<file path="config.mk">
export PLATFORM = sky130hd
export DESIGN_NAME = tag_cmp_top
export DESIGN_NICKNAME = d
export VERILOG_FILES = /design/src/rtl/tag_cmp_pkg.sv /design/src/rtl/data_check.sv /design/src/rtl/err_counter_apb.sv /design/src/rtl/port_arbiter.sv /design/src/rtl/secded_dec.sv /design/src/rtl/secded_enc.sv /design/src/rtl/tag_check.sv /design/src/rtl/tag_cmp_top.sv
export VERILOG_INCLUDE_DIRS = /design/src /design/src/include
export SDC_FILE = /design/constraint.sdc
export NUM_CORES = 1
export LEC_CHECK = 0
export BUFFER_PORTS_ARGS = -buffer_cell sky130_fd_sc_hd__buf_4
export CORE_AREA = 2 2 173 175
export DETAILED_ROUTE_END_ITERATION = 10
export DIE_AREA = 0 0 175 177
export PLACE_DENSITY = 0.71
export SLEW_MARGIN = 40
export SYNTH_ARGS = -nofsm -noshare
export SYNTH_HDL_FRONTEND = slang
export SYNTH_SLANG_ARGS = --single-unit
export TNS_END_PERCENT = 30
</file>
<file path="constraint.sdc">
create_clock -name clk_i -period 8 [get_ports clk_i]
set_input_delay 1.6 -clock clk_i [delete_from_list [all_inputs] [get_ports clk_i]]
set_output_delay 1.6 -clock clk_i [all_outputs]
set_load 0.1 [all_outputs]
</file>
<file path="src/include/tag_cmp_consts.svh">
// Tag compare constants

`ifndef TAG_CMP_CONSTS_SVH
`define TAG_CMP_CONSTS_SVH

// requesters and cache geometry
`define NR_PORTS     2
`define NR_WAYS      2
`define INDEX_W      4

// tag entry is the valid bit plus the tag
`define TAG_W        7
`define DATA_W       32

// SECDED code widths for 8 and 32 data bits
`define TAG_CODE_W   13
`define DATA_CODE_W  39

// error counters and APB
`define CNT_W        16
`define APB_ADDR_W   4
`define APB_DATA_W   32

// counter registers, word aligned
`define REG_TAG_CE   4'h0
`define REG_TAG_UE   4'h4
`define REG_DATA_CE  4'h8
`define REG_DATA_UE  4'hC

`endif

</file>
<file path="src/rtl/tag_cmp_pkg.sv">
// Tag compare types

`default_nettype none

`include "tag_cmp_consts.svh"

package tag_cmp_pkg;

  // ----------------------------------------------------------------------
  // plain request side
  // ----------------------------------------------------------------------
  typedef struct packed {
    logic                valid;
    logic [`TAG_W-1:0]   tag;
    logic [`DATA_W-1:0]  data;
  } line_t;

  // one enable for the whole tag entry, one per data byte
  typedef struct packed {
    logic                  tag;
    logic [`DATA_W/8-1:0]  data;
  } be_t;

  typedef struct packed {
    logic [`NR_WAYS-1:0]  ways;
    logic                 we;
    logic [`INDEX_W-1:0]  index;
    line_t                wline;
    be_t                  be;
  } port_req_t;

  // ----------------------------------------------------------------------
  // encoded SRAM side
  // ----------------------------------------------------------------------
  typedef struct packed {
    logic [`TAG_CODE_W-1:0]   tag;
    logic [`DATA_CODE_W-1:0]  data;
  } sram_line_t;

  typedef struct packed {
    logic [`NR_WAYS-1:0]  ways;
    logic                 we;
    logic [`INDEX_W-1:0]  index;
    logic                 tag_we;
    logic                 data_we;
    sram_line_t           wline;
  } sram_req_t;

  typedef struct packed {
    logic [`NR_WAYS-1:0]  ce;
    logic [`NR_WAYS-1:0]  ue;
  } ecc_flags_t;

  typedef enum logic {
    NORMAL,
    LOAD_AND_STORE
  } store_state_e;

  // number of Hamming parity bits for a data width
  function automatic int unsigned secded_par_w(input int unsigned width);
    int unsigned p;
    p = 1;
    while ((1 << p) < width + p + 1) begin
      p++;
    end
    return p;
  endfunction

endpackage

`default_nettype wire

</file>
<file path="src/rtl/data_check.sv">
// Data word check

`default_nettype none

`include "tag_cmp_consts.svh"

module data_check
  import tag_cmp_pkg::*;
(
  input  sram_line_t [`NR_WAYS-1:0]               sram_rdata_i,
  output logic       [`NR_WAYS-1:0][`DATA_W-1:0]  data_o,
  output ecc_flags_t                              data_flags_o
);

  logic [`NR_WAYS-1:0] ce;
  logic [`NR_WAYS-1:0] ue;

  // one decoder per way, all ways are checked on every response
  for (genvar w = 0; w < `NR_WAYS; w++) begin : g_way
    secded_dec #(
      .WIDTH (`DATA_W)
    ) data_dec_inst (
      .code_i (sram_rdata_i[w].data),
      .data_o (data_o[w]),
      .ce_o   (ce[w]),
      .ue_o   (ue[w])
    );
  end

  assign data_flags_o = '{ce: ce, ue: ue};

endmodule

`default_nettype wire

</file>
<file path="src/rtl/err_counter_apb.sv">
// ECC error counters on APB

`default_nettype none

`include "tag_cmp_consts.svh"

module err_counter_apb
  import tag_cmp_pkg::*;
(
  input  logic                    clk_i,
  input  logic                    rst_ni,
  input  ecc_flags_t              tag_flags_i,
  input  ecc_flags_t              data_flags_i,
  input  logic [`NR_WAYS-1:0]     rd_ways_i,
  input  logic                    psel_i,
  input  logic                    penable_i,
  input  logic                    pwrite_i,
  input  logic [`APB_ADDR_W-1:0]  paddr_i,
  input  logic [`APB_DATA_W-1:0]  pwdata_i,
  output logic [`APB_DATA_W-1:0]  prdata_o,
  output logic                    pready_o,
  output logic                    pslverr_o
);

  localparam int unsigned NR_CNT = 4;

  logic [NR_CNT-1:0][`CNT_W-1:0] cnt_q;
  logic [NR_CNT-1:0]             evt;
  logic [NR_CNT-1:0]             clr;
  logic [1:0]                    reg_idx;
  logic                          reg_hit;
  logic                          access;

  // ----------------------------------------------------------------------
  // error events count only for ways that were actually read
  // ----------------------------------------------------------------------
  assign evt[0] = |(tag_flags_i.ce & rd_ways_i);
  assign evt[1] = |(tag_flags_i.ue & rd_ways_i);
  assign evt[2] = |(data_flags_i.ce & rd_ways_i);
  assign evt[3] = |(data_flags_i.ue & rd_ways_i);

  // ----------------------------------------------------------------------
  // APB decode without wait states
  // ----------------------------------------------------------------------
  always_comb begin
    reg_hit = 1'b1;
    reg_idx = 2'd0;
    case (paddr_i)
      `REG_TAG_CE:  reg_idx = 2'd0;
      `REG_TAG_UE:  reg_idx = 2'd1;
      `REG_DATA_CE: reg_idx = 2'd2;
      `REG_DATA_UE: reg_idx = 2'd3;
      default:      reg_hit = 1'b0;
    endcase
  end

  assign access    = psel_i & penable_i;
  assign pready_o  = 1'b1;
  assign pslverr_o = access & ~reg_hit;
  assign prdata_o  = reg_hit ? `APB_DATA_W'(cnt_q[reg_idx]) : '0;

  // any write clears the addressed counter
  always_comb begin
    clr = '0;
    if (access && pwrite_i && reg_hit) begin
      clr[reg_idx] = 1'b1;
    end
  end

  always_ff @(posedge clk_i or negedge rst_ni) begin
    if (!rst_ni) begin
      cnt_q <= '0;
    end else begin
      for (int k = 0; k < NR_CNT; k++) begin
        if (clr[k]) begin
          cnt_q[k] <= '0;
        end else if (evt[k] && (cnt_q[k] != '1)) begin
          cnt_q[k] <= cnt_q[k] + 1'b1;
        end
      end
    end
  end

endmodule

`default_nettype wire

</file>
<file path="src/rtl/port_arbiter.sv">
// Port arbiter with read-modify-write

`default_nettype none

`include "tag_cmp_consts.svh"

module port_arbiter
  import tag_cmp_pkg::*;
(
  input  logic                        clk_i,
  input  logic                        rst_ni,
  input  port_req_t [`NR_PORTS-1:0]   req_i,
  input  line_t     [`NR_WAYS-1:0]    corr_lines_i,
  output logic      [`NR_PORTS-1:0]   gnt_o,
  output sram_req_t                   sram_req_o,
  output logic      [`NR_WAYS-1:0]    rd_ways_o,
  output logic      [`NR_PORTS-1:0]   sel_id_o
);

  localparam int unsigned NR_BYTES = `DATA_W / 8;

  store_state_e            state_d, state_q;
  port_req_t               buf_d, buf_q;
  logic [`NR_PORTS-1:0]    id_d, id_q;
  logic [`NR_WAYS-1:0]     rd_ways_q;
  sram_req_t               req_ctl;
  line_t                   wline;
  line_t                   old_line;
  logic [`DATA_W-1:0]      merged_data;
  logic [`TAG_CODE_W-1:0]  tag_code;
  logic [`DATA_CODE_W-1:0] data_code;

  // some bytes enabled, but not all
  function automatic logic is_partial(input port_req_t r);
    return r.we && (r.be.data != '0) && (r.be.data != '1);
  endfunction

  // ----------------------------------------------------------------------
  // merge path for the second cycle of a partial write
  // ----------------------------------------------------------------------
  // lowest selected way supplies the old word
  always_comb begin
    old_line = '0;
    for (int w = `NR_WAYS - 1; w >= 0; w--) begin
      if (buf_q.ways[w]) begin
        old_line = corr_lines_i[w];
      end
    end
  end

  always_comb begin
    for (int b = 0; b < NR_BYTES; b++) begin
      merged_data[8*b +: 8] = buf_q.be.data[b] ? buf_q.wline.data[8*b +: 8]
                                               : old_line.data[8*b +: 8];
    end
  end

  // ----------------------------------------------------------------------
  // priority select and request issue
  // ----------------------------------------------------------------------
  always_comb begin
    logic found;
    found   = 1'b0;
    state_d = NORMAL;
    buf_d   = buf_q;
    id_d    = id_q;
    gnt_o   = '0;
    wline   = '0;
    req_ctl = '0;
    if (state_q == NORMAL) begin
      for (int i = 0; i < `NR_PORTS; i++) begin
        if (!found && (req_i[i].ways != '0)) begin
          found         = 1'b1;
          id_d          = '0;
          id_d[i]       = 1'b1;
          req_ctl.ways  = req_i[i].ways;
          req_ctl.index = req_i[i].index;
          wline         = req_i[i].wline;
          if (is_partial(req_i[i])) begin
            // read the old word first, grant comes next cycle
            state_d = LOAD_AND_STORE;
            buf_d   = req_i[i];
          end else begin
            gnt_o[i]        = 1'b1;
            req_ctl.we      = req_i[i].we;
            req_ctl.tag_we  = req_i[i].we & req_i[i].be.tag;
            req_ctl.data_we = req_i[i].we & (|req_i[i].be.data);
          end
        end
      end
    end else begin
      gnt_o           = id_q;
      req_ctl.ways    = buf_q.ways;
      req_ctl.index   = buf_q.index;
      req_ctl.we      = 1'b1;
      req_ctl.tag_we  = buf_q.be.tag;
      req_ctl.data_we = 1'b1;
      wline           = buf_q.wline;
      wline.data      = merged_data;
    end
  end

  secded_enc #(
    .WIDTH (`TAG_W + 1)
  ) tag_enc_inst (
    .data_i ({wline.valid, wline.tag}),
    .code_o (tag_code)
  );

  secded_enc #(
    .WIDTH (`DATA_W)
  ) data_enc_inst (
    .data_i (wline.data),
    .code_o (data_code)
  );

  always_comb begin
    sram_req_o            = req_ctl;
    sram_req_o.wline.tag  = tag_code;
    sram_req_o.wline.data = data_code;
  end

  always_ff @(posedge clk_i or negedge rst_ni) begin
    if (!rst_ni) begin
      state_q   <= NORMAL;
      id_q      <= '0;
      rd_ways_q <= '0;
    end else begin
      state_q   <= state_d;
      id_q      <= id_d;
      rd_ways_q <= req_ctl.we ? '0 : req_ctl.ways;
    end
  end

  always_ff @(posedge clk_i) begin
    buf_q <= buf_d;
  end

  assign rd_ways_o = rd_ways_q;
  assign sel_id_o  = id_q;

endmodule

`default_nettype wire

</file>
<file path="src/rtl/secded_dec.sv">
// SECDED decoder

`default_nettype none

module secded_dec
  import tag_cmp_pkg::*;
#(
  parameter  int unsigned WIDTH  = 8,
  localparam int unsigned PAR_W  = secded_par_w(WIDTH),
  localparam int unsigned CODE_W = WIDTH + PAR_W + 1
) (
  input  logic [CODE_W-1:0] code_i,
  output logic [WIDTH-1:0]  data_o,
  output logic              ce_o,
  output logic              ue_o
);

  logic [PAR_W-1:0]  syndrome;
  logic              overall;
  logic [CODE_W-1:0] fixed;

  // syndrome is the xor of the positions of all set bits
  always_comb begin
    syndrome = '0;
    for (int unsigned i = 1; i < CODE_W; i++) begin
      if (code_i[i]) begin
        syndrome = syndrome ^ PAR_W'(i);
      end
    end
  end

  assign overall = ^code_i;

  // single error, flip the pointed bit (syndrome 0 is the parity bit itself)
  always_comb begin
    fixed = code_i;
    for (int unsigned i = 0; i < CODE_W; i++) begin
      if (overall && (syndrome == i)) begin
        fixed[i] = ~code_i[i];
      end
    end
  end

  always_comb begin
    int unsigned d;
    data_o = '0;
    d = 0;
    for (int unsigned i = 1; i < CODE_W; i++) begin
      if ((i & (i - 1)) != 0) begin
        data_o[d] = fixed[i];
        d++;
      end
    end
  end

  assign ce_o = overall;
  // even overall parity with a nonzero syndrome means two flipped bits
  assign ue_o = ~overall & (syndrome != '0);

endmodule

`default_nettype wire

</file>
<file path="src/rtl/secded_enc.sv">
// SECDED encoder

`default_nettype none

module secded_enc
  import tag_cmp_pkg::*;
#(
  parameter  int unsigned WIDTH  = 8,
  localparam int unsigned PAR_W  = secded_par_w(WIDTH),
  localparam int unsigned CODE_W = WIDTH + PAR_W + 1
) (
  input  logic [WIDTH-1:0]  data_i,
  output logic [CODE_W-1:0] code_o
);

  // bit 0 holds overall parity, bits 1.. are Hamming positions
  always_comb begin
    int unsigned d;
    code_o = '0;
    d = 0;
    // data fills every position that is not a power of two
    for (int unsigned i = 1; i < CODE_W; i++) begin
      if ((i & (i - 1)) != 0) begin
        code_o[i] = data_i[d];
        d++;
      end
    end
    // parity bit 2^k covers all positions with bit k set
    for (int unsigned k = 0; k < PAR_W; k++) begin
      for (int unsigned i = 1; i < CODE_W; i++) begin
        if ((((i >> k) & 1) != 0) && (i != (1 << k))) begin
          code_o[1 << k] = code_o[1 << k] ^ code_o[i];
        end
      end
    end
    code_o[0] = ^code_o;
  end

endmodule

`default_nettype wire

</file>
<file path="src/rtl/tag_check.sv">
// Tag check and hit detection

`default_nettype none

`include "tag_cmp_consts.svh"

module tag_check
  import tag_cmp_pkg::*;
(
  input  sram_line_t [`NR_WAYS-1:0]              sram_rdata_i,
  input  logic       [`NR_PORTS-1:0][`TAG_W-1:0] tag_i,
  input  logic       [`NR_PORTS-1:0]             sel_id_i,
  output logic       [`NR_WAYS-1:0][`TAG_W:0]    tag_o,
  output logic       [`NR_WAYS-1:0]              hit_way_o,
  output ecc_flags_t                             tag_flags_o
);

  logic [`TAG_W-1:0]   sel_tag;
  logic [`NR_WAYS-1:0] ce;
  logic [`NR_WAYS-1:0] ue;

  // late tag of the port that read last cycle
  always_comb begin
    sel_tag = '0;
    for (int i = 0; i < `NR_PORTS; i++) begin
      if (sel_id_i[i]) begin
        sel_tag = sel_tag | tag_i[i];
      end
    end
  end

  for (genvar w = 0; w < `NR_WAYS; w++) begin : g_way
    secded_dec #(
      .WIDTH (`TAG_W + 1)
    ) tag_dec_inst (
      .code_i (sram_rdata_i[w].tag),
      .data_o (tag_o[w]),
      .ce_o   (ce[w]),
      .ue_o   (ue[w])
    );

    // msb of the corrected entry is the valid bit
    assign hit_way_o[w] = tag_o[w][`TAG_W] && (tag_o[w][`TAG_W-1:0] == sel_tag);
  end

  assign tag_flags_o = '{ce: ce, ue: ue};

endmodule

`default_nettype wire

</file>
<file path="src/rtl/tag_cmp_top.sv">
// Tag compare front end

`default_nettype none

`include "tag_cmp_consts.svh"

module tag_cmp_top
  import tag_cmp_pkg::*;
(
  input  logic                                   clk_i,
  input  logic                                   rst_ni,
  // requester ports
  input  port_req_t  [`NR_PORTS-1:0]             req_i,
  input  logic       [`NR_PORTS-1:0][`TAG_W-1:0] tag_i,
  output logic       [`NR_PORTS-1:0]             gnt_o,
  output line_t      [`NR_WAYS-1:0]              rdata_o,
  output logic       [`NR_WAYS-1:0]              hit_way_o,
  // SRAM
  output sram_req_t                              sram_req_o,
  input  sram_line_t [`NR_WAYS-1:0]              sram_rdata_i,
  // APB
  input  logic                                   psel_i,
  input  logic                                   penable_i,
  input  logic                                   pwrite_i,
  input  logic       [`APB_ADDR_W-1:0]           paddr_i,
  input  logic       [`APB_DATA_W-1:0]           pwdata_i,
  output logic       [`APB_DATA_W-1:0]           prdata_o,
  output logic                                   pready_o,
  output logic                                   pslverr_o
);

  logic       [`NR_WAYS-1:0]              rd_ways;
  logic       [`NR_PORTS-1:0]             sel_id;
  line_t      [`NR_WAYS-1:0]              corr_lines;
  logic       [`NR_WAYS-1:0][`TAG_W:0]    tag_entries;
  logic       [`NR_WAYS-1:0][`DATA_W-1:0] data_words;
  ecc_flags_t                             tag_flags;
  ecc_flags_t                             data_flags;

  port_arbiter port_arbiter_inst (
    .clk_i        (clk_i),
    .rst_ni       (rst_ni),
    .req_i        (req_i),
    .corr_lines_i (corr_lines),
    .gnt_o        (gnt_o),
    .sram_req_o   (sram_req_o),
    .rd_ways_o    (rd_ways),
    .sel_id_o     (sel_id)
  );

  tag_check tag_check_inst (
    .sram_rdata_i (sram_rdata_i),
    .tag_i        (tag_i),
    .sel_id_i     (sel_id),
    .tag_o        (tag_entries),
    .hit_way_o    (hit_way_o),
    .tag_flags_o  (tag_flags)
  );

  data_check data_check_inst (
    .sram_rdata_i (sram_rdata_i),
    .data_o       (data_words),
    .data_flags_o (data_flags)
  );

  // corrected lines go out and back to the merge path
  for (genvar w = 0; w < `NR_WAYS; w++) begin : g_line
    assign corr_lines[w] = '{valid: tag_entries[w][`TAG_W],
                             tag:   tag_entries[w][`TAG_W-1:0],
                             data:  data_words[w]};
  end

  assign rdata_o = corr_lines;

  err_counter_apb err_counter_apb_inst (
    .clk_i        (clk_i),
    .rst_ni       (rst_ni),
    .tag_flags_i  (tag_flags),
    .data_flags_i (data_flags),
    .rd_ways_i    (rd_ways),
    .psel_i       (psel_i),
    .penable_i    (penable_i),
    .pwrite_i     (pwrite_i),
    .paddr_i      (paddr_i),
    .pwdata_i     (pwdata_i),
    .prdata_o     (prdata_o),
    .pready_o     (pready_o),
    .pslverr_o    (pslverr_o)
  );

endmodule

`default_nettype wire

</file>
==> Flow_metrics.wiki, run 1 <==
{| class="wikitable"
! Metric !! Value
|-
| Unrepaired setup endpoints after global routing || no
|-
| Later-pin clock latency in the skew report || 430 ps
|-
| Horiz. Die Dim || 175 um
|-
| Logic depth of the worst path, buffers included || 15
|-
| Number of H-tree levels || 4
|-
| Worst path top cell family by delay || XOR/XNOR gates
|-
| Drt first pass iters || 8
|-
| Area of the mapped netlist || 12740 um2
|-
| Count of buffering cells on the critical path with inverters included || 2
|-
| Drt drc || 0
|-
| Worst hold-check slack || 545.2 ps
|-
| Drt first-iter violations || 1283
|-
| Cell taking the most area after synthesis || xnor2_1
|-
| Area growth from synthesis to layout || 39.17%
|-
| Most used cells in the layout excluding fill and tap cells || buf_4, xnor2_1, nand2_1, nor2_1, xor2_1
|-
| Top fanout value on the critical path || 6
|-
| Number of clock sinks || 120
|-
| Outcome || complete, no violations
|-
| Maximum buffer depth of the clock tree || 2
|-
| Starting utilization of the core area || a little over two fifths
|-
| Row cnt || 63
|-
| First-pass GRT wire length || between 70000 and 80000 um
|-
| Routed wire length per instance || 22.37 um
|-
| Largest vdd supply drop || 1346 uV
|-
| Final RePlAce weighted congestion || 1.009
|-
| IO buf count || 392
|-
| Max-slew violations || 0
|-
| Met3 routed WL || 4498 um
|-
| Wire length on met1 || 21010 um
|-
| Path type of the worst min-delay path || flop to flop
|-
| Setup clock skew after layout || 16.73 ps
|-
| Largest cells by area after synthesis || xnor2_1, dfrtp_1, edfxtp_1
|-
| Cell area after placement || between 15000 and 20000 um2
|-
| Max frequency || 127.7 MHz
|-
| FF-to-FF End || err_counter_apb_inst.cnt_q[63]
|-
| Antenna violation net count after detailed routing || 0
|-
| Library cells used by synthesis || 75
|-
| Setup TNS after final layout || 0 ps
|-
| Slowest cell on the critical path || xnor3_4
|-
| Uppermost layer routed || met4
|-
| Async S/R FF share, synth || 57.50%
|-
| Cells on worst reg2reg path || 8
|-
| Final design area excluding fillers || 17730 um2
|-
| Area share of the largest cell type after synthesis || 16.02%
|-
| Final nets || 2180
|-
| CP Cell Sequence || buf_4 > xnor2_1 > xnor2_1 > xnor2_1 > xor2_1 > o2111ai_1 > or3_1 > a21oi_1 > a211oi_1 > xor2_1 > xnor3_1 > xor2_1 > xnor2_2 > xnor3_4 > buf_4
|-
| Core area || 29240 um2
|-
| Number of setup violations in the final report || 0
|-
| Antenna Cells || 0
|-
| Slew @ Worst Pin || 755.4 ps
|-
| Worst setup EP type || output pin
|-
| Total of max-cap violations || 0
|-
| Number of clock buffers inserted by TritonCTS || 17
|-
| Share of layout cells above drive strength 1 || approximately 34%
|-
| Crit Path Class || input pin to output pin
|-
| Io pins || 442
|-
| Clock-pin transition on the worst setup and hold timing paths || ~60 ps
|-
| Buffer cell driving the clock tree root || clkbuf_16
|-
| Post-detailed-placement half-perimeter wirelength || 42050 um
|-
| Post-route fraction of the period consumed by the critical path || 97.89%
|-
| Worst Path Arrival || ~6200 ps
|-
| CTS tree || yes
|-
| Pin count of the biggest net entering global routing || 81
|-
| Worst setup slack for register-to-register paths || roughly 5500 ps
|-
| Final hold vios || 0
|-
| Number of vias in the routed layout || between 10000 and 15000
|-
| Worst max-slew margin expressed relative to the limit || between 40 and 50%
|-
| Start of the worst register-to-register path || err_counter_apb_inst.cnt_q[51]
|-
| Worst Path Required || roughly 6400 ps
|-
| Antenna violations before repair || 0
|-
| Number of storage elements in the synthesis netlist || 120
|-
| Vert. Die Dim || 177 um
|-
| EDFF count, synth || 51
|-
| Leakage component of the power || 7.714 nW
|-
| Largest stage delay, worst path || 540 ps
|-
| Fillers || 2621
|-
| Power per standard cell area || 400.0 nW/um2
|-
| Vias in the first global route || 12820
|-
| Destination of the critical timing path || sram_req_o[0]
|-
| Die footprint || 30980 um2
|-
| Post-synthesis sequential area ratio || 25.57%
|-
| Cell count after synthesis || 1489
|-
| WL met2 || 24450 um
|-
| Most common cell after layout, fill and taps aside || buf_4
|-
| GRT Residual Overflow || 0
|-
| Mean instance size in the synthesized netlist || 8.557 um2
|-
| Aggregate routed wire length || slightly above 50000 um
|-
| Minimum clock period after layout || 7832 ps
|-
| Vias per Instance || ~5.7
|-
| YS warnings || 0
|-
| Ys flop type || dfrtp_1
|-
| CP startpoint || sram_rdata_i[83]
|-
| Startpoint Class || input pin
|-
| Global routing usage summed across all routing layers || 32.78%
|}
## final cells by class
class                   count  area [um2]  share of cell area (%)
repair buffers            472        3587                   20.23
flip-flops and latches    120        3259                   18.38
clock inverters            12       113.9                  0.6421
clock buffers              20       478.0                   2.695
well taps                 390       488.0                   2.752
inverters                  45       171.4                  0.9667
multi-input cells        1257        9634                   54.33
## through the flow
step | util [%] | setup WS, ps | cells | total power (W)
6_report | 60.63 | 168.5 | 2316 | 0.007094
2_1_floorplan | - | -1058 | 1504 | 0.004862
3_5_place_dp | 58.32 | 117.6 | 2283 | 0.006244
4_1_cts | 60.34 | 107.0 | 2315 | 0.007043
3_3_place_gp | 58.10 | 98.62 | 2281 | 0.006206
5_1_grt | 60.63 | 9.713 | 2316 | 0.007349
## flip-flops by register name, indices dropped and copies added, names as in the netlist
name,cells
port_arbiter_inst.state_q,1
port_arbiter_inst.rd_ways_o,2
port_arbiter_inst.buf_q,51
port_arbiter_inst.sel_id_o,2
err_counter_apb_inst.cnt_q,64
## cells by family after synthesis
group / share of synthesized area (%)
AOI/OAI and AO/OA: 16.72
xor gates and xnor gates: 28.71
adders and majority gates: 0.3928
buffers and inverters: 4.341
DFF: 25.57
muxes: 3.712
other: 0.05894
and+or+nand+nor: 20.49
## tightest hold or removal path, stage by stage, from the launching register on
cell      delay (ps)
edfxtp_1         340
nand2_1           50
nand2_1           60
## synthesized netlist by cell type (13+ instances only)
library cell / n
and2_1: 19
mux4_2: 16
nor3_1: 36
xnor2_1: 233
buf_4: 17
edfxtp_1: 51
nor2_1: 128
xnor2_2: 17
nand2_1: 191
a22oi_1: 70
dfrtp_1: 69
nand4_1: 13
a221oi_1: 14
xnor3_1: 14
a221o_1: 29
or2_2: 29
and3_1: 18
xor2_1: 108
a31oi_1: 13
a21oi_1: 21
clkbuf_1: 53
inv_1: 45
o21ai_0: 73
nand3_1: 36
nor4_1: 28
## how the worst min path moves through the flow
stage          cells past startpoint  slack, ps                   startpoint                          end
6_report                           2        550  port_arbiter_inst.buf_q[16]  port_arbiter_inst.buf_q[16]
5_1_grt                            2        560   port_arbiter_inst.buf_q[7]   port_arbiter_inst.buf_q[7]
2_1_floorplan                      2        510  port_arbiter_inst.buf_q[22]  port_arbiter_inst.buf_q[22]
3_5_place_dp                       2        530  port_arbiter_inst.buf_q[18]  port_arbiter_inst.buf_q[18]
4_1_cts                            2        550  port_arbiter_inst.buf_q[18]  port_arbiter_inst.buf_q[18]
3_3_place_gp                       2        530  port_arbiter_inst.buf_q[18]  port_arbiter_inst.buf_q[18]
## power by group
part           leakage (nW)  switching [W]  total [W]  internal (W)
registers              1.44       0.000141   0.000916      0.000776
logic                  5.98        0.00375    0.00540       0.00165
clock network         0.288       0.000313   0.000778      0.000465
## repair_timing
item                                    in CTS  in global routing
buffers inserted                             0                  0
hold buffers                                 0                  0
gates resized for setup                      0                  8
endpoints found under the setup margin       0                  2
## per-layer routing
layer / GRT usage, % / up-vias
met4: 10.83 / 0
met2: 54.73 / 680
li1: - / 6066
met1: 42.69 / 6315
met3: 6.465 / 104
met5: 0 / -
Power figures use the tool's default switching activity.
==> inputs of run 2 (changes only) <==
==> constraint.sdc (replaced) <==
create_clock -name clk_i -period 8 [get_ports clk_i]
set_input_delay 1.6 -clock clk_i [delete_from_list [all_inputs] [get_ports clk_i]]
set_output_delay 1.6 -clock clk_i [all_outputs]
set_load 0.02 [all_outputs]
==> Flow_metrics.wiki, run 2 (same netlist as run 1, synthesis figures left out) <==
{| class="wikitable"
! Metric !! Value
|-
| Cells on worst reg2reg path || 8 (unchanged)
|-
| Power share of the clock group || 15.7% (+4.7 points)
|-
| Setup Fix Bufs, Post-CTS || 0 (unchanged)
|-
| Switching Power || 0.002427 W (-42%)
|-
| Hold Crit Start || port_arbiter_inst.buf_q[10]
|-
| Largest register FFs || 64 (unchanged)
|-
| Number of hold-repair buffers added at the cts stage || 0 (unchanged)
|-
| Drt first pass iters || 5 (-3)
|-
| Vias in the first global route || 12840 (+0.16%)
|-
| Top fanout value on the critical path || 10 (+4)
|-
| Instance count along the most critical hold path || 2 (unchanged)
|-
| Maximum buffer depth of the clock tree || 2 (unchanged)
|-
| Final design area excluding fillers || 16900 um2 (-4.7%)
|-
| Slew @ Worst Pin || 761.3 ps (+5.856 ps)
|-
| Most common cell after layout, fill and taps aside || buf_4
|-
| Worst Path Required || 6400 ps (about the same)
|-
| Register ranked first by flip-flop count || err_counter_apb_inst.cnt_q
|-
| Final worst setup slack || 209.3 ps (+40.83 ps)
|-
| Cell area after placement || 16270 um2 (-4.6%)
|-
| Number of clock sinks || 120 (unchanged)
|-
| Post-detailed-placement half-perimeter wirelength || 41580 um (-1.1%)
|-
| GRT Residual Overflow || 0 (unchanged)
|-
| Worst max-slew margin expressed relative to the limit || 48.78% (-0.33 points)
|-
| Later-pin clock latency in the skew report || 420 ps (about the same)
|-
| Final nets || 2141 (-1.8%)
|-
| FF-to-FF End || err_counter_apb_inst.cnt_q[58]
|-
| Number of clock buffers inserted by TritonCTS || 17 (unchanged)
|-
| Worst Hold Path EP || port_arbiter_inst.buf_q[10]
|-
| Core area || 29240 um2 (unchanged)
|-
| Path type of the worst min-delay path || flop to flop
|-
| Area growth from synthesis to layout || 32.67%
|-
| Share of layout cells above drive strength 1 || 30.10% (-4.2 points)
|-
| Power per standard cell area || 299.8 nW/um2 (-25%)
|-
| Pin count of the biggest net entering global routing || 81 (unchanged)
|-
| Max frequency || 128.4 MHz (+0.52%)
|-
| Horiz. Die Dim || 175 um (unchanged)
|-
| Starting utilization of the core area || 43.57% (unchanged)
|-
| Start of the worst register-to-register path || err_counter_apb_inst.cnt_q[51]
|-
| Fillers || 2667 (+1.8%)
|-
| Total of max-cap violations || 0 (unchanged)
|-
| Post-CTS resize count || 0 (unchanged)
|-
| Number of setup violations in the final report || 0 (unchanged)
|-
| Vias per Instance || 5.735 (+0.89%)
|-
| Sequential cell fraction of total power || 18.0% (+5.1 points)
|-
| Leading registers by flop count || err_counter_apb_inst.cnt_q (64), port_arbiter_inst.buf_q (51)
|-
| Outcome || complete, no violations
|-
| Startpoint Class || input pin
|-
| Setup clock skew after layout || 13.64 ps (-3.091 ps)
|-
| Combinational power share || 66.3% (-9.8 points)
|-
| First-pass GRT wire length || 76190 um (-0.89%)
|-
| Max-slew violations || 0 (unchanged)
|-
| Global routing usage summed across all routing layers || 32.64% (-0.14 points)
|-
| Total power draw || 0.005068 W (-29%)
|-
| Worst setup slack for register-to-register paths || 5340 ps (-110 ps)
|-
| Leakage component of the power || 7.349 nW (-4.7%)
|-
| Number of H-tree levels || 4 (unchanged)
|-
| Crit Path Class || input pin to output pin
|-
| Die footprint || 30980 um2 (unchanged)
|-
| Antenna Cells || 0 (unchanged)
|-
| CTS tree || yes
|-
| Worst setup EP type || output pin
|-
| Final RePlAce weighted congestion || 1.016 (+0.73%)
|-
| Setup TNS after final layout || 0 ps (unchanged)
|-
| Drt first-iter violations || 1159 (-9.7%)
|-
| Post-route fraction of the period consumed by the critical path || 97.38% (-0.51 points)
|-
| Final hold vios || 0 (unchanged)
|-
| Row cnt || 63 (unchanged)
|-
| Internal power of the cells || 0.002642 W (-8.7%)
|-
| Buffer cell driving the clock tree root || clkbuf_16
|-
| Switching Share || 47.88% (-11 points)
|-
| Drt drc || 0 (unchanged)
|-
| Largest vdd supply drop || 642.8 uV (-52%)
|-
| Routed wire length per instance || 22.66 um (+1.3%)
|-
| Io pins || 442 (unchanged)
|-
| Antenna violation net count after detailed routing || 0 (unchanged)
|-
| Vert. Die Dim || 177 um (unchanged)
|-
| Worst setup timing slack at the placement stage || 276.5 ps (+158.9 ps)
|-
| Clock-pin transition on the worst setup and hold timing paths || 60 ps (about the same)
|-
| Unrepaired setup endpoints after global routing || no
|-
| IO buf count || 392 (unchanged)
|-
| Antenna violations before repair || 0 (unchanged)
|-
| Number of vias in the routed layout || 13060 (-0.81%)
|-
| Minimum clock period after layout || 7791 ps (-40.83 ps)
|-
| Worst Path Arrival || 6190 ps (-40 ps)
|-
| Aggregate routed wire length || 51600 um (-0.40%)
|-
| Most used cells in the layout excluding fill and tap cells || buf_4, xnor2_1, nand2_1, nor2_1, xor2_1
|}
-- run 2: cell types whose count changed in the layout (fill, tap and decap cells not counted), moves of 3 or more --
cell and change:
nor3_1 +3, a31oi_1 +7, xor2_2 -16, clkinv_4 -3
xor2_4 -3, a31oi_2 -6, xnor2_4 -8, o21ai_0 +3
xnor2_1 +21, xor2_1 +19, nor3_2 -4, xnor2_2 -13
buf_4 -40, o21ai_1 -3
-- run 2: how the worst max path moves through the flow --
stage,start,end,slack (ps),cells past startpoint
after floorplan,sram_rdata_i[37],sram_req_o[0],530,13
after global placement,sram_rdata_i[55],sram_req_o[0],370,15
after detailed placement,sram_rdata_i[86],sram_req_o[0],280,15
after CTS,sram_rdata_i[86],sram_req_o[0],140,15
after global routing,sram_rdata_i[37],sram_req_o[0],20,17
final,sram_rdata_i[62],sram_req_o[0],210,15
-- run 2: power by group through the flow --
stage | clock, W | combinational [W] | sequential, W
2_1_floorplan | 0 | 0.00213 | 0.000858
3_5_place_dp | 0 | 0.00326 | 0.000918
5_1_grt | 0.000832 | 0.00356 | 0.000926
4_1_cts | 0.000803 | 0.00332 | 0.000908
6_report | 0.000796 | 0.00336 | 0.000912
3_3_place_gp | 0 | 0.00324 | 0.000911
-- run 2: metal layers --
layer | track usage, % | wire (um) | up-vias
met1 | 41.17 | 20490 | 6227
met3 | 6.959 | 4627 | 109
met5 | 0 | 0 | -
met4 | 13.78 | 2233 | 0
met2 | 54.25 | 24240 | 701
li1 | - | - | 6021
-- run 2: final cells by class --
| class | count | area, um2 | share of cell area [%] |
|---|---|---|---|
| Clock buffer | 21 | 491.7 | 2.909 |
| Clock inverter | 11 | 106.4 | 0.6292 |
| Inverter | 45 | 168.9 | 0.9993 |
| Multi-Input combinational cell | 1257 | 9071 | 53.66 |
| Sequential cell | 120 | 3259 | 19.28 |
| Tap cell | 390 | 488.0 | 2.887 |
| Timing Repair Buffer | 433 | 3318 | 19.63 |
-- run 2: critical path, cell delays in order --
cell and delay [ps]:
buf_4 140, xor2_1 180, xnor2_2 290, xor2_1 330, xor2_1 430, nand3_1 410
nor3_1 320, xor2_1 210, a221o_1 400, a31o_2 330, xnor2_1 250, xnor3_1 410
xor3_1 440, xnor3_1 260, buf_4 180
-- run 2: per-stage QoR --
stage                     utilization, %  instances  hold slack [ps]
after global placement             55.29       2242            524.7
after global routing               57.80       2277            571.4
after CTS                          57.69       2277            546.6
final                              57.80       2277            546.0
after floorplan                        -       1504            507.3
after detailed placement           55.64       2245            531.7
==> inputs of run 3 (changes only) <==
--- a/config.mk
+++ b/config.mk
@@ -6,11 +6,13 @@
 export SDC_FILE = /design/constraint.sdc
 export NUM_CORES = 1
 export LEC_CHECK = 0
+export ABC_AREA = 0
 export BUFFER_PORTS_ARGS = -buffer_cell sky130_fd_sc_hd__buf_4
 export CORE_AREA = 2 2 173 175
 export DETAILED_ROUTE_END_ITERATION = 10
 export DIE_AREA = 0 0 175 177
 export PLACE_DENSITY = 0.71
+export REMOVE_ABC_BUFFERS = 1
 export SLEW_MARGIN = 40
 export SYNTH_ARGS = -nofsm -noshare
 export SYNTH_HDL_FRONTEND = slang
==> Flow_metrics.wiki, run 3 (same netlist as run 1, synthesis figures left out) <==
{| class="wikitable"
! Metric !! Value
|-
| Outcome || complete, no violations
|-
| Worst setup timing slack at the placement stage || 245.6 ps (-30.88 ps)
|-
| Clock-pin transition on the worst setup and hold timing paths || 50 ps (about the same)
|-
| Final non-filler cell total || 2284 (+0.31%)
|-
| Vias in the first global route || 13070 (+1.8%)
|-
| Power per standard cell area || 296.6 nW/um2 (-1.1%)
|-
| Slowest cell on the critical path || xor2_1
|-
| Max frequency || 128.5 MHz (+0.14%)
|-
| Post-detailed-placement half-perimeter wirelength || 41740 um (+0.40%)
|-
| Met2 usage in global routing || 56.88% (+2.6 points)
|-
| Final nets || 2146 (+0.23%)
|-
| Total power draw || 0.005011 W (-1.1%)
|-
| Area growth from synthesis to layout || 32.58% (about the same)
|-
| Horiz. Die Dim || 175 um (unchanged)
|-
| Startpoint Class || input pin
|-
| Global routing usage summed across all routing layers || 33.06% (+0.42 points)
|-
| Largest vdd supply drop || 847.1 uV (+32%)
|-
| Io pins || 442 (unchanged)
|-
| Number of H-tree levels || 4 (unchanged)
|-
| Top fanout value on the critical path || 10 (unchanged)
|-
| Hold Crit Start || port_arbiter_inst.buf_q[22]
|-
| Largest register FFs || 64 (unchanged)
|-
| Minimum clock period after layout || 7780 ps (-10.89 ps)
|-
| Leakage component of the power || 7.374 nW (+0.34%)
|-
| Cell total after placement || 2250 (+0.22%)
|-
| Number of vias in the routed layout || 13170 (+0.87%)
|-
| Register ranked first by flip-flop count || err_counter_apb_inst.cnt_q
|-
| Die footprint || 30980 um2 (unchanged)
|-
| Pin count of the biggest net entering global routing || 81 (unchanged)
|-
| Most used cells in the layout excluding fill and tap cells || buf_4, xnor2_1, nand2_1, nor2_1, xor2_1
|-
| Routed wire length per instance || 22.70 um (+0.17%)
|-
| Aggregate routed wire length || 51840 um (+0.48%)
|-
| Number of clock sinks || 120 (unchanged)
|-
| Share of layout cells above drive strength 1 || 29.92% (-0.19 points)
|-
| Starting utilization of the core area || 43.57% (unchanged)
|-
| CP Cell Sequence || buf_4 > xor2_1 > xnor2_2 > xor2_1 > xor2_1 > nand3_1 > buf_4 > nor3_1 > xor2_1 > a221o_1 > a31o_2 > xnor2_1 > xnor3_1 > xor3_1 > xnor3_1 > buf_4
|-
| Buffer cell driving the clock tree root || clkbuf_16
|-
| Total of max-cap violations || 0 (unchanged)
|-
| Vert. Die Dim || 177 um (unchanged)
|-
| Worst setup slack for register-to-register paths || 5350 ps (about the same)
|-
| Maximum buffer depth of the clock tree || 2 (unchanged)
|-
| Worst max-slew margin expressed relative to the limit || 42.00% (-6.8 points)
|-
| Antenna violations before repair || 2 (+2)
|-
| Crit Path Class || input pin to output pin
|-
| Most common cell after layout, fill and taps aside || buf_4
|-
| Largest stage delay, worst path || 440 ps (about the same)
|-
| Slew @ Worst Pin || 869.9 ps (+108.6 ps)
|-
| Final worst setup slack || 220.2 ps (+10.89 ps)
|-
| Max-slew violations || 0 (unchanged)
|-
| Number of setup violations in the final report || 0 (unchanged)
|-
| FF-to-FF End || err_counter_apb_inst.cnt_q[15]
|-
| Number of hold-repair buffers added at the cts stage || 0 (unchanged)
|-
| IO buf count || 392 (unchanged)
|-
| Cells on worst reg2reg path || 10 (+2)
|-
| Drt drc || 0 (unchanged)
|-
| Post-route fraction of the period consumed by the critical path || 97.25% (-0.14 points)
|-
| Drt first pass iters || 5 (unchanged)
|-
| Start of the worst register-to-register path || err_counter_apb_inst.cnt_q[3]
|-
| Core area || 29240 um2 (unchanged)
|-
| Global Route met3 Usage || 7.646% (+0.69 points)
|-
| GRT Residual Overflow || 0 (unchanged)
|-
| Final hold vios || 0 (unchanged)
|-
| Worst setup EP type || output pin
|-
| Met1 Track Usage GR || 40.11% (-1.1 points)
|-
| Antenna violation net count after detailed routing || 0 (unchanged)
|-
| Path type of the worst min-delay path || flop to flop
|-
| Setup clock skew after layout || 13.65 ps (+0.01580 ps)
|-
| Worst hold-check slack || 541.9 ps (-4.106 ps)
|-
| Later-pin clock latency in the skew report || 430 ps (about the same)
|-
| Number of clock buffers inserted by TritonCTS || 17 (unchanged)
|-
| Final RePlAce weighted congestion || 1.006 (-1.1%)
|-
| Post-CTS resize count || 0 (unchanged)
|-
| Instance count along the most critical hold path || 2 (unchanged)
|-
| Busiest grt layer || met2
|-
| Row cnt || 63 (unchanged)
|-
| CTS tree || yes
|-
| Worst Hold Path EP || port_arbiter_inst.buf_q[22]
|-
| Worst Path Arrival || 6180 ps (about the same)
|-
| First-pass GRT wire length || 77660 um (+1.9%)
|-
| Setup Fix Bufs, Post-CTS || 0 (unchanged)
|-
| Critical path's most frequent cell || xor2_1
|-
| Leading registers by flop count || err_counter_apb_inst.cnt_q (64), port_arbiter_inst.buf_q (51)
|-
| Worst Path Required || 6400 ps (about the same)
|-
| Drt first-iter violations || 981 (-15%)
|-
| Vias per Instance || 5.767 (+0.56%)
|-
| Unrepaired setup endpoints after global routing || no
|}
-- run 3: metal layers --
metal / share of wire (%) / wire, um
met1: 39 / 20330
met2: 48 / 25020
met3: 8.7 / 4530
met4: 3.8 / 1967
met5: 0 / 0
-- run 3: stage by stage --
stage	TNS [ps]	instance area, um2	util [%]
2_1_floorplan	-61280	12410	-
3_3_place_gp	0	16210	55.42
3_5_place_dp	0	16270	55.65
4_1_cts	0	16870	57.69
5_1_grt	0	16890	57.75
6_report	0	16890	57.76
-- run 3: layout make-up --
class / instances / area, um2
fill: 2657 / 12350
multi-input combinational: 1257 / 9042
timing repair buffer: 438 / 3332
sequential: 120 / 3259
tap: 390 / 488.0
clock buffer: 20 / 457.9
inverter: 45 / 168.9
clock inverter: 12 / 138.9
antenna: 2 / 5.005
-- run 3: critical path, delay by kind of cell --
family                    cells  cell delay [ps]
AOI/OAI and AO/OA             2              730
buffers and inverters         3              520
and+or+nand+nor               2              460
xor gates and xnor gates      9             2850
-- run 3: report_power, final --
part	total [W]	switching [W]	leakage, nW	internal (W)
sequential	0.000909	0.000133	1.44	0.000776
clock	0.000786	0.000305	0.295	0.000481
combinational	0.00332	0.00195	5.63	0.00137
total	0.00501	0.00238	7.37	0.00263
-- run 3: how the worst max path moves through the flow --
stage | startpoint | end | slack, ps | cells past startpoint
final | sram_rdata_i[63] | sram_req_o[0] | 220 | 16
after global routing | sram_rdata_i[37] | sram_req_o[0] | 0.8 | 15
after CTS | sram_rdata_i[37] | sram_req_o[0] | 220 | 15
after detailed placement | sram_rdata_i[58] | sram_req_o[0] | 250 | 15
after global placement | sram_rdata_i[58] | sram_req_o[0] | 310 | 15
after floorplan | req_i[50] | port_arbiter_inst.buf_q[10] | -1370 | 8
